### config.mk
export PLATFORM = sky130hd
export DESIGN_NAME = id_stage
export DESIGN_NICKNAME = d
export VERILOG_FILES = /design/src/dec_pkg.sv /design/src/arith_decoder.sv /design/src/ctrl_merge.sv /design/src/id_ex_reg.sv /design/src/id_stage.sv /design/src/xfer_decoder.sv
export SDC_FILE = /design/constraint.sdc
export NUM_CORES = 1
export LEC_CHECK = 0
export BUFFER_PORTS_ARGS = -buffer_cell sky130_fd_sc_hd__buf_4
export CAP_MARGIN = 20
export CORE_MARGIN = 2
export CORE_UTILIZATION = 40
export DETAILED_ROUTE_END_ITERATION = 8
export GPL_TIMING_DRIVEN = 1
export HOLD_SLACK_MARGIN = 0.12
export PLACE_DENSITY = 0.77
export SLEW_MARGIN = 20
export SYNTH_ARGS = -nofsm -noshare
export SYNTH_HDL_FRONTEND = slang
export SYNTH_SLANG_ARGS = --single-unit
### constraint.sdc
create_clock -name clk -period 1.15 [get_ports clk]
set_input_delay 0.23 -clock clk [delete_from_list [all_inputs] [get_ports clk]]
set_output_delay 0.23 -clock clk [all_outputs]
set_load 0.02 [all_outputs]
### src/dec_pkg.sv
package dec_pkg;

    // ==============================
    // Primary opcode (bits 31:30)
    // ==============================
    localparam logic [1:0] OP_FMT2  = 2'b00;
    localparam logic [1:0] OP_CALL  = 2'b01;
    localparam logic [1:0] OP_ARITH = 2'b10;
    localparam logic [1:0] OP_MEM   = 2'b11;

    // Format 2 sub-opcodes
    localparam logic [2:0] OP2_SETHI = 3'b100;
    localparam logic [2:0] OP2_BICC  = 3'b010;

    // ==============================
    // ALU operation codes
    // ==============================
    localparam logic [3:0] ALU_ADD  = 4'd0;
    localparam logic [3:0] ALU_ADDX = 4'd1;
    localparam logic [3:0] ALU_SUB  = 4'd2;
    localparam logic [3:0] ALU_SUBX = 4'd3;
    localparam logic [3:0] ALU_AND  = 4'd4;
    localparam logic [3:0] ALU_OR   = 4'd5;
    localparam logic [3:0] ALU_XOR  = 4'd6;
    localparam logic [3:0] ALU_XNOR = 4'd7;
    localparam logic [3:0] ALU_ANDN = 4'd8;
    localparam logic [3:0] ALU_SLL  = 4'd10;
    localparam logic [3:0] ALU_SRL  = 4'd11;
    localparam logic [3:0] ALU_SRA  = 4'd12;

    // Second operand handler select
    localparam logic [3:0] SOH_NONE = 4'd0;
    localparam logic [3:0] SOH_REG  = 4'd8;
    localparam logic [3:0] SOH_IMM  = 4'd9;

    // Memory access size
    localparam logic [1:0] SIZE_BYTE = 2'b00;
    localparam logic [1:0] SIZE_HALF = 2'b01;
    localparam logic [1:0] SIZE_WORD = 2'b10;

    // ==============================
    // Instruction word, two formats
    // ==============================
    typedef union packed {
        struct packed {
            logic [1:0]  op;
            logic        a;
            logic [3:0]  cond;
            logic [2:0]  op2;
            logic [21:0] disp22;
        } fmt2;
        struct packed {
            logic [1:0]  op;
            logic [4:0]  rd;
            logic [5:0]  op3;
            logic [4:0]  rs1;
            logic        i;
            logic [12:0] low13;
        } fmt3;
    } instr_u;

endpackage

### src/arith_decoder.sv
`timescale 1ns/1ns

module arith_decoder (
    input  dec_pkg::instr_u in_instr,
    output logic            claim,
    output logic [3:0]      alu_op,
    output logic [3:0]      soh_op,
    output logic            rf_le,
    output logic            we_psr,
    output logic            jumpl
);
    import dec_pkg::*;

    logic [5:0] op3;
    logic       listed;

    assign op3   = in_instr.fmt3.op3;
    assign claim = (in_instr.fmt3.op == OP_ARITH);

    // ==============================
    // op3 lookup
    // ==============================
    always_comb begin
        alu_op = ALU_ADD;
        listed = 1'b1;
        case (op3)
            // Plain, cc, tagged and JMPL forms of add
            6'b000000, 6'b010000, 6'b100000, 6'b100010, 6'b111000: alu_op = ALU_ADD;
            6'b000100, 6'b010100, 6'b100001, 6'b100011: alu_op = ALU_SUB;
            6'b001000, 6'b011000: alu_op = ALU_ADDX;
            6'b001001, 6'b011001: alu_op = ALU_SUBX;
            6'b000001, 6'b010001: alu_op = ALU_AND;
            6'b000101, 6'b010101: alu_op = ALU_ANDN;
            6'b000010, 6'b010010: alu_op = ALU_OR;
            6'b000011, 6'b010011: alu_op = ALU_XOR;
            6'b000111, 6'b010111: alu_op = ALU_XNOR;
            6'b100101: alu_op = ALU_SLL;
            6'b100110: alu_op = ALU_SRL;
            6'b100111: alu_op = ALU_SRA;
            default:   listed = 1'b0;
        endcase
    end

    // ==============================
    // Control flags
    // ==============================
    always_comb begin
        soh_op = SOH_NONE;
        rf_le  = 1'b0;
        we_psr = 1'b0;
        jumpl  = 1'b0;
        if (claim) begin
            // Every format-3 ALU op writes rd, even unknown ones
            rf_le  = 1'b1;
            soh_op = in_instr.fmt3.i ? SOH_IMM : SOH_REG;
            // cc forms sit at 01xxxx, tagged add/sub at 1000xx
            we_psr = listed && ((op3[5:4] == 2'b01) || (op3[5:2] == 4'b1000));
            jumpl  = (op3 == 6'b111000);
        end
    end

endmodule

### src/ctrl_merge.sv
`timescale 1ns/1ns

module ctrl_merge (
    input  logic       squash,
    input  logic       arith_claim,
    input  logic [3:0] arith_alu_op,
    input  logic [3:0] arith_soh_op,
    input  logic       arith_rf_le,
    input  logic       arith_we_psr,
    input  logic       arith_jumpl,
    input  logic       xfer_claim,
    input  logic [3:0] xfer_soh_op,
    input  logic       xfer_load,
    input  logic       xfer_annul,
    input  logic       xfer_rf_le,
    input  logic       xfer_call,
    input  logic       xfer_mem_en,
    input  logic [1:0] xfer_size,
    input  logic       xfer_rw_dm,
    input  logic       xfer_branch,
    output logic [3:0] id_alu_op,
    output logic [3:0] id_soh_op,
    output logic       id_load,
    output logic       id_annul,
    output logic       id_rf_le,
    output logic       id_call,
    output logic       id_we_psr,
    output logic       id_mem_en,
    output logic [1:0] id_size,
    output logic       id_rw_dm,
    output logic       id_branch,
    output logic       id_jumpl
);

    logic arith_take;
    logic xfer_take;

    // Squash forces a bubble, arith decoder wins if both claim
    assign arith_take = arith_claim && !squash;
    assign xfer_take  = xfer_claim && !arith_claim && !squash;

    // Shared fields
    assign id_soh_op = arith_take ? arith_soh_op :
                       xfer_take  ? xfer_soh_op  : 4'd0;
    assign id_rf_le  = (arith_take && arith_rf_le) || (xfer_take && xfer_rf_le);

    // ALU side
    assign id_alu_op = arith_take ? arith_alu_op : 4'd0;
    assign id_we_psr = arith_take && arith_we_psr;
    assign id_jumpl  = arith_take && arith_jumpl;

    // Transfer side
    assign id_load   = xfer_take && xfer_load;
    assign id_annul  = xfer_take && xfer_annul;
    assign id_call   = xfer_take && xfer_call;
    assign id_mem_en = xfer_take && xfer_mem_en;
    assign id_size   = xfer_take ? xfer_size : 2'b00;
    assign id_rw_dm  = xfer_take && xfer_rw_dm;
    assign id_branch = xfer_take && xfer_branch;

endmodule

### src/id_ex_reg.sv
`timescale 1ns/1ns

module id_ex_reg (
    input  logic       clk,
    input  logic       rst_n,
    input  logic       in_valid,
    output logic       in_ready,
    output logic       out_valid,
    input  logic       out_ready,
    input  logic [3:0] id_alu_op,
    input  logic [3:0] id_soh_op,
    input  logic       id_load,
    input  logic       id_annul,
    input  logic       id_rf_le,
    input  logic       id_call,
    input  logic       id_we_psr,
    input  logic       id_mem_en,
    input  logic [1:0] id_size,
    input  logic       id_rw_dm,
    input  logic       id_branch,
    input  logic       id_jumpl,
    output logic [3:0] alu_op,
    output logic [3:0] soh_op,
    output logic       load,
    output logic       annul,
    output logic       rf_le,
    output logic       call,
    output logic       we_psr,
    output logic       mem_en,
    output logic [1:0] size,
    output logic       rw_dm,
    output logic       branch,
    output logic       jumpl
);

    logic take;

    // Accept when empty, or when the held word leaves this cycle
    assign in_ready = !out_valid || out_ready;
    assign take     = in_valid && in_ready;

    always_ff @(posedge clk) begin
        if (!rst_n) begin
            out_valid <= 1'b0;
            alu_op    <= 4'd0;
            soh_op    <= 4'd0;
            load      <= 1'b0;
            annul     <= 1'b0;
            rf_le     <= 1'b0;
            call      <= 1'b0;
            we_psr    <= 1'b0;
            mem_en    <= 1'b0;
            size      <= 2'b00;
            rw_dm     <= 1'b0;
            branch    <= 1'b0;
            jumpl     <= 1'b0;
        end else if (take) begin
            out_valid <= 1'b1;
            alu_op    <= id_alu_op;
            soh_op    <= id_soh_op;
            load      <= id_load;
            annul     <= id_annul;
            rf_le     <= id_rf_le;
            call      <= id_call;
            we_psr    <= id_we_psr;
            mem_en    <= id_mem_en;
            size      <= id_size;
            rw_dm     <= id_rw_dm;
            branch    <= id_branch;
            jumpl     <= id_jumpl;
        end else if (out_ready) begin
            // Drained with no refill
            out_valid <= 1'b0;
        end
    end

endmodule

### src/id_stage.sv
`timescale 1ns/1ns

module id_stage (
    input  logic            clk,
    input  logic            rst_n,
    input  logic            in_valid,
    input  dec_pkg::instr_u in_instr,
    output logic            in_ready,
    input  logic            squash,
    output logic            out_valid,
    input  logic            out_ready,
    output logic [3:0]      alu_op,
    output logic [3:0]      soh_op,
    output logic            load,
    output logic            annul,
    output logic            rf_le,
    output logic            call,
    output logic            we_psr,
    output logic            mem_en,
    output logic [1:0]      size,
    output logic            rw_dm,
    output logic            branch,
    output logic            jumpl
);

    // Decoder outputs
    logic [3:0] arith_alu_op, arith_soh_op, xfer_soh_op;
    logic       arith_claim, arith_rf_le, arith_we_psr, arith_jumpl;
    logic       xfer_claim, xfer_load, xfer_annul, xfer_rf_le, xfer_call;
    logic       xfer_mem_en, xfer_rw_dm, xfer_branch;
    logic [1:0] xfer_size;

    // Merged word ahead of the ID/EX register
    logic [3:0] id_alu_op, id_soh_op;
    logic       id_load, id_annul, id_rf_le, id_call, id_we_psr;
    logic       id_mem_en, id_rw_dm, id_branch, id_jumpl;
    logic [1:0] id_size;

    arith_decoder i_arith_decoder (
        .in_instr (in_instr),
        .claim    (arith_claim),
        .alu_op   (arith_alu_op),
        .soh_op   (arith_soh_op),
        .rf_le    (arith_rf_le),
        .we_psr   (arith_we_psr),
        .jumpl    (arith_jumpl)
    );

    xfer_decoder i_xfer_decoder (
        .in_instr (in_instr),
        .claim    (xfer_claim),
        .soh_op   (xfer_soh_op),
        .load     (xfer_load),
        .annul    (xfer_annul),
        .rf_le    (xfer_rf_le),
        .call     (xfer_call),
        .mem_en   (xfer_mem_en),
        .size     (xfer_size),
        .rw_dm    (xfer_rw_dm),
        .branch   (xfer_branch)
    );

    // Port names line up with the wires above
    ctrl_merge i_ctrl_merge (.*);

    id_ex_reg i_id_ex_reg (.*);

endmodule

### src/xfer_decoder.sv
`timescale 1ns/1ns

module xfer_decoder (
    input  dec_pkg::instr_u in_instr,
    output logic            claim,
    output logic [3:0]      soh_op,
    output logic            load,
    output logic            annul,
    output logic            rf_le,
    output logic            call,
    output logic            mem_en,
    output logic [1:0]      size,
    output logic            rw_dm,
    output logic            branch
);
    import dec_pkg::*;

    always_comb begin
        claim  = 1'b0;
        soh_op = SOH_NONE;
        load   = 1'b0;
        annul  = 1'b0;
        rf_le  = 1'b0;
        call   = 1'b0;
        mem_en = 1'b0;
        size   = SIZE_BYTE;
        rw_dm  = 1'b0;
        branch = 1'b0;

        case (in_instr.fmt2.op)
            // CALL writes the return address into r15
            OP_CALL: begin
                claim = 1'b1;
                call  = 1'b1;
                rf_le = 1'b1;
            end

            OP_FMT2: begin
                claim = 1'b1;
                case (in_instr.fmt2.op2)
                    OP2_SETHI: rf_le = 1'b1;
                    OP2_BICC: begin
                        branch = 1'b1;
                        annul  = in_instr.fmt2.a;
                    end
                    default: ;
                endcase
            end

            // ==============================
            // Loads and stores
            // ==============================
            OP_MEM: begin
                claim  = 1'b1;
                mem_en = 1'b1;
                soh_op = in_instr.fmt3.i ? SOH_IMM : SOH_REG;
                case (in_instr.fmt3.op3)
                    // LD, LDD, SWAP
                    6'b000000, 6'b000011, 6'b001111: begin
                        load  = 1'b1;
                        rf_le = 1'b1;
                        size  = SIZE_WORD;
                    end
                    // LDUB, LDSB, LDSTUB
                    6'b000001, 6'b001001, 6'b001101: begin
                        load  = 1'b1;
                        rf_le = 1'b1;
                        size  = SIZE_BYTE;
                    end
                    // LDUH, LDSH
                    6'b000010, 6'b001010: begin
                        load  = 1'b1;
                        rf_le = 1'b1;
                        size  = SIZE_HALF;
                    end
                    6'b000100, 6'b000111: begin
                        rw_dm = 1'b1;
                        size  = SIZE_WORD;
                    end
                    6'b000101: begin
                        rw_dm = 1'b1;
                        size  = SIZE_BYTE;
                    end
                    6'b000110: begin
                        rw_dm = 1'b1;
                        size  = SIZE_HALF;
                    end
                    default: ;
                endcase
            end

            default: ;
        endcase
    end

endmodule
==> results.json, run 1 <==
{
  "clkSlewWorstSetupHoldPaths_ns": 0.12,
  "setup_viol": 9,
  "post-place-cells": 229,
  "drtIter0Drc": 64,
  "drtPass1Iterations": 4,
  "htree_levels": 1,
  "netlist_top_cells_count": "18 x dfxtp_1, 18 x nand2_1, 14 x a21oi_1",
  "grt_max_degree": 12,
  "tritoncts.num_buffers": 3,
  "fin_area_um2": 1775,
  "max_freq_mhz": 757.2,
  "wl_per_cell_um": 15.56,
  "synth_edf_count": 0,
  "endpoint": "i_id_ex_reg.size[0]$_SDFFE_PN0P_",
  "hold_class": "input port to register",
  "setup-tns-final_ns": -0.6507,
  "r2r_end": "i_id_ex_reg.size[0]$_SDFFE_PN0P_",
  "regArea_um2": 364.1,
  "rr_startpoint": "i_id_ex_reg.out_valid$_SDFFE_PN0P_",
  "period_needed_ns": 1.321,
  "cts_tree": "built",
  "multiInputGateArea_um2": 728.2,
  "crit_required_ns": 1.40,
  "yosysWarnings": 0,
  "ctsLongestPathBuffers": 2,
  "die-area_um2": 3138,
  "yosysTopAreaCell": "dfxtp_1",
  "hold_violations": 0,
  "skew_ns": 0.003821,
  "grt_pass1_wl_um": 5554,
  "io_buffers": 33,
  "synthCells": 135,
  "ys_top_cells_by_area": "dfxtp_1 33%, a21oi_1 6.5%, nand2_1 6.2%",
  "criticalPathCategory": "register to register",
  "area_delta_synth_final_pct": 64.05,
  "worstPathMaxFanout": 4,
  "timing.final.crit_share_pct": 114.8,
  "die_w_um": 56.02,
  "place_ws_ns": -0.2773,
  "num-fill-cells": 178,
  "p_per_area_nw_per_um2": 832.4,
  "rrSetupSlack_ns": -0.17,
  "reg2reg_depth": 5,
  "synth-async-reset-ratio_pct": 0,
  "ios": 58,
  "hpwl_um": 2597,
  "vias_per_cell": 5.443,
  "rsz0062_at_grt": "true",
  "cts.sinks": 18,
  "start_util_pct": 42.91,
  "grt_usage_pct": 22.29,
  "ir_worst_vdd_mv": 1.001,
  "cp.arrival_ns": 1.57,
  "final_max_slew_viol_count": 0,
  "drc_errors": 0,
  "routabilityCongestion": 0.8523,
  "rows": 18,
  "cts_hold_buf": 0,
  "dr_total_vias": 1279,
  "syn-cell-area_um2": 1082,
  "first_global_vias": 1186,
  "antenna_found_initial": 0,
  "grt-ovfl-total": 0,
  "drt-total-wl_um": 3657,
  "finalNetCount": 243,
  "startpoint": "i_id_ex_reg.out_valid$_SDFFE_PN0P_",
  "antenna_left": 0,
  "core_um2": 2522,
  "synth_seq_cells": 18,
  "start_kind": "register",
  "yosysSeqAreaShare_pct": 33.29,
  "clockRootBuffer": "clkbuf_4",
  "violations": "negative setup slack",
  "clock_latency_ns": 0.31,
  "avgSynthCellArea_um2": 8.017,
  "total_power_w": 0.001478,
  "ys_types": 45,
  "placed_area_um2": 1613,
  "endpoint_kind": "register",
  "ys.flop_type": "dfxtp_1",
  "drive_gt1_share_pct": 52.68,
  "yosysTopAreaCellShare_pct": 33.29,
  "die_h_um": 56.02,
  "max_cap_violations": 0,
  "status": "finished with violations",
  "finalWorstSetupSlack_ns": -0.1707,
  "p_leak_nw": 0.7678,
  "instances_no_fill": 235,
  "antennaDiodeCount": 0
}
layout make-up:
class	instances	share of cell area [%]
inverter	6	1.550
timing repair buffer	76	32.77
tap	30	2.114
sequential	18	20.51
multi-input combinational	101	41.01
clock buffer	4	2.044
layout by cell type (no fill, tap or decap), types with 3 or more instances in the layout:
cell type	Yosys	layout
nand3_1	10	10
buf_4	5	73
nand2_1	18	17
clkbuf_4	0	3
nor2_1	10	8
a21oi_1	14	11
buf_6	3	3
dfxtp_1	18	17
o21ai_1	2	3
inv_1	4	4
a21oi_2	1	3
o22ai_1	3	3
worst min-delay path by stage:
stage / depth (start not counted) / start / end
after floorplan: 2 / in_valid / i_id_ex_reg.out_valid$_SDFFE_PN0P_
after global placement: 2 / i_id_ex_reg.annul$_SDFFE_PN0P_ / i_id_ex_reg.annul$_SDFFE_PN0P_
after detailed placement: 2 / i_id_ex_reg.soh_op[0]$_SDFFE_PN0P_ / i_id_ex_reg.soh_op[0]$_SDFFE_PN0P_
after CTS: 2 / rst_n / i_id_ex_reg.rw_dm$_SDFFE_PN0P_
after global routing: 2 / rst_n / i_id_ex_reg.rw_dm$_SDFFE_PN0P_
final: 2 / rst_n / i_id_ex_reg.rw_dm$_SDFFE_PN0P_
per-layer routing:
layer	wire (µm)	part of all wire (%)	vias to the layer above	global-route usage, %
met5	0	0	-	0
met2	1899	52	60	42.02
li1	-	-	621	-
met3	271	7.4	12	3.488
met4	73	2.0	0	6.463
met1	1412	39	586	25.46
flip-flops by register name (all words and copies together), names as in the netlist:
register               flops
i_id_ex_reg.branch         1
i_id_ex_reg.jumpl          1
i_id_ex_reg.rf_le          1
i_id_ex_reg.out_valid      1
i_id_ex_reg.soh_op         2
i_id_ex_reg.size           2
i_id_ex_reg.load           1
i_id_ex_reg.annul          1
i_id_ex_reg.we_psr         1
i_id_ex_reg.call           1
i_id_ex_reg.alu_op         4
i_id_ex_reg.rw_dm          1
i_id_ex_reg.mem_en         1
report_power, final:
part / switching (W) / internal, W / leakage (nW)
combinational: 0.000215 / 0.000201 / 0.601
clock: 0.000229 / 0.000194 / 0.0210
sequential: 0.00000678 / 0.000632 / 0.146
total: 0.000452 / 0.00103 / 0.768
critical path, cell delays in order, from the launching register on:
cell and delay, ns:
dfxtp_4 0.37, nand2b_4 0.09, and2_4 0.15, nand4_1 0.11, or3b_4 0.40, a21oi_2 0.14
metrics by stage:
| stage | util [%] | hold WS, ns |
|---|---|---|
| detailed placement | 63.94 | 0.4527 |
| global placement | 63.94 | 0.4422 |
| global route | 70.39 | 0.1640 |
| floorplan | - | 0.3473 |
| CTS | 66.42 | 0.1730 |
| finish | 70.39 | 0.1687 |
timing repair:
action                                  4_1_cts  5_1_grt
cloned                                        0        0
resized for setup                             7       17
buffers inserted                              0        2
endpoints found under the setup margin       15       14
pin swaps                                     0        9
kinds of logic (layout without fill, tap and decap cells):
kind of cell	after synthesis	count (layout)	share of synthesized area [%]
flip-flops	18	18	33.30
other	1	2	0.3465
AO/OA/AOI/OAI	38	38	23.93
XOR/XNOR	3	3	2.428
AND/OR/NAND/NOR	58	58	29.94
buffers and inverters	17	86	10.06
(Power assumes the default switching activity.)
==> run 2: changes to the inputs <==
- CORE_UTILIZATION: 40 -> 44
- PLACE_DENSITY: 0.77 -> 0.76
- SYNTH_HIERARCHICAL: default -> 1
==> run 2 against run 1 <==
- the run now ends clean
- power is 4.0% higher
- synthesized cell count up 36%
- register-to-register slack improved by 0.27 ns
- via count is 8.5% higher
- combinational power is 1% lower
- largest cell class unchanged
- global-route usage decreased by 5.1 points
- first-iteration DRC count rose by 50%
- maximum frequency is 18% higher
==> results.json, run 2 <==
{
  "muxShareOfSynthArea_pct": 13.48,
  "tritoncts.num_buffers": 3,
  "yosysTopAreaCellShare_pct": 26.96,
  "grt_usage_pct": 17.17,
  "power_frac_clock_pct": 27.1,
  "synth_compound_area_share_pct": 14.07,
  "yosysTopAreaCell": "dfxtp_1",
  "setup_viol": 0,
  "final_util_pct": 59.43,
  "met3_length_um": 140,
  "p_leak_nw": 0.9024,
  "synthAdderAreaFrac_pct": 0.7582,
  "switching_share_pct": 28.25,
  "pwr-share-seq_pct": 46.1,
  "antenna_left": 0,
  "cell_internal_pwr_w": 0.001103,
  "num-fill-cells": 319,
  "worstPathMaxFanout": 8,
  "period_needed_ns": 1.120,
  "rows": 21,
  "htree_levels": 1,
  "ios": 58,
  "antennaDiodeCount": 0,
  "core_um2": 3284,
  "final_cell_mix": "62 x buf_4, 42 x nand2_1, 20 x mux2i_1",
  "yosys.area_share.simple_pct": 32.01,
  "finalNetCount": 273,
  "holdWs_ns": 0.1610,
  "drc_errors": 0,
  "die-area_um2": 3856,
  "io_buffers": 35,
  "drtPass1Iterations": 4,
  "hpwl_um": 2431,
  "yosysWarnings": 6,
  "hold_violations": 0,
  "cp_slowest_cell": "or3b_4",
  "reg_top3": "i_id_ex_reg/alu_op (4), i_id_ex_reg/soh_op (4), i_id_ex_reg/size (2)",
  "clockRootBuffer": "clkbuf_4",
  "wl_met2_um": 1565,
  "synth_edf_count": 0,
  "comb_power_share_pct": 26.8,
  "placed_area_um2": 1831,
  "cp_top_family": "simple AND/OR/NAND/NOR gates",
  "wl_met1_um": 1659,
  "die_h_um": 62.10,
  "cp.buffers_inverters": 1,
  "switching_power_w": 0.0004343,
  "drive_gt1_share_pct": 38.30,
  "cts.sinks": 20,
  "ir_worst_vdd_mv": 0.5468,
  "vias_per_cell": 4.940,
  "routabilityCongestion": 0.7485,
  "antenna_found_initial": 0,
  "highest_layer": "met4",
  "cts_tree": "built",
  "yosysMostFrequentCell": "nand2_1",
  "layout_commonest_cell": "buf_4",
  "drt-total-wl_um": 3374,
  "netlist_top_cells_count": "43 x nand2_1, 20 x dfxtp_1, 20 x mux2i_1",
  "cp.arrival_ns": 1.37,
  "final_max_slew_viol_count": 0,
  "ys_types": 46,
  "avgSynthCellArea_um2": 8.116,
  "ctsLongestPathBuffers": 2,
  "start_util_pct": 45.22,
  "grt_pass1_wl_um": 5471,
  "endpoint_kind": "register",
  "ys.flop_type": "dfxtp_1",
  "slowest_delay_ns": 0.42,
  "synth_top_family_by_area": "simple AND/OR/NAND/NOR gates",
  "start_kind": "input port",
  "synth_xor_area_share_pct": 0,
  "ys_top_cells_by_area": "dfxtp_1 27%, mux2i_1 13%, nand2_1 11%",
  "grt_max_degree": 40,
  "synthCells": 183,
  "synth-async-reset-ratio_pct": 0,
  "area_delta_synth_final_pct": 31.42,
  "cts_hold_buf": 0,
  "clock_latency_ns": 0.31,
  "syn-cell-area_um2": 1485,
  "p_per_area_nw_per_um2": 787.6,
  "synth_seq_cells": 20,
  "clkSlewWorstSetupHoldPaths_ns": 0.12,
  "path_cells": "buf_4 > or3b_4 > nor2_4 > nand2_2 > o311ai_1 > and2_1 > nand2_1 > mux2i_1",
  "wl_per_cell_um": 12.01,
  "drtIter0Drc": 96,
  "grt-ovfl-total": 0,
  "hold_class": "input port to register",
  "die_w_um": 62.10,
  "first_global_vias": 1230,
  "status": "completed",
  "max_freq_mhz": 893.2,
  "max_cap_violations": 0,
  "crit_required_ns": 1.40,
  "criticalPathCategory": "input port to register",
  "timing.final.crit_share_pct": 97.35,
  "fin_area_um2": 1952,
  "yosysSeqAreaShare_pct": 26.96,
  "skew_ns": 0.01464,
  "dr_total_vias": 1388
}
run 2: worst paths after layout:
kind | slack (ns) | start | end | cells past startpoint
max | 0.03 | in_instr[20] | i_id_ex_reg/alu_op[1]$_SDFFE_PN0P_ | 8
min | 0.16 | in_valid | i_id_ex_reg/out_valid$_SDFFE_PN0P_ | 3
max reg2reg | 0.10 | i_id_ex_reg/out_valid$_SDFFE_PN0P_ | i_id_ex_reg/soh_op[3]$_SDFFE_PN0P_ | 4
min reg2reg | 0.47 | i_id_ex_reg/alu_op[2]$_SDFFE_PN0P_ | i_id_ex_reg/alu_op[2]$_SDFFE_PN0P_ | 2
run 2: power groups by stage:
stage | sequential, W | combinational, W | clock [W]
final | 0.000709 | 0.000412 | 0.000416
after global routing | 0.000711 | 0.000446 | 0.000462
after CTS | 0.000709 | 0.000373 | 0.000427
after detailed placement | 0.000724 | 0.000372 | 0
after global placement | 0.000724 | 0.000369 | 0
after floorplan | 0.000736 | 0.000242 | 0
run 2: metal layers:
layer	GRT usage (%)	vias up
li1	-	718
met1	24.35	637
met2	27.31	31
met3	3.986	2
met4	2.500	0
met5	0	-
run 2: worst min-delay path, delay by kind of cell:
family | cells | cell delay, ns
AO/OA/AOI/OAI | 1 | 0.06
buffers and inverters | 2 | 0.15
run 2: cell families (layout without fill, tap and decap cells):
group | after synthesis | count (layout)
AND/OR/NAND/NOR | 90 | 90
AO/OA/AOI/OAI | 25 | 25
buffers and inverters | 25 | 75
multiplexers | 20 | 20
flip-flops | 20 | 20
other | 2 | 4
adder cells (fa/ha/maj) | 1 | 1
run 2: layout make-up:
class	count	area [µm²]	area share (%)
Multi-Input combinational cell	140	923.4	47.31
Sequential cell	20	404.1	20.71
Tap cell	46	57.56	2.949
Clock buffer	4	36.28	1.859
Timing Repair Buffer	65	508.0	26.03
Inverter	6	22.52	1.154
run 2: stage by stage:
stage	TNS [ns]	setup WS [ns]	cells	total power (W)
after floorplan	-0.3070	-0.1646	185	0.0009788
after global placement	-3.258	-0.2546	270	0.001093
after detailed placement	-3.745	-0.2973	270	0.001096
after CTS	0	0.01739	274	0.001509
after global routing	-0.008626	-0.008626	281	0.001619
final	0	0.03043	281	0.001537
run 2: repair_timing:
| item | in CTS | in global routing |
|---|---|---|
| endpoints found under the setup margin | 0 | 10 |
| setup buffers | 0 | 7 |
| gates resized for setup | 0 | 7 |
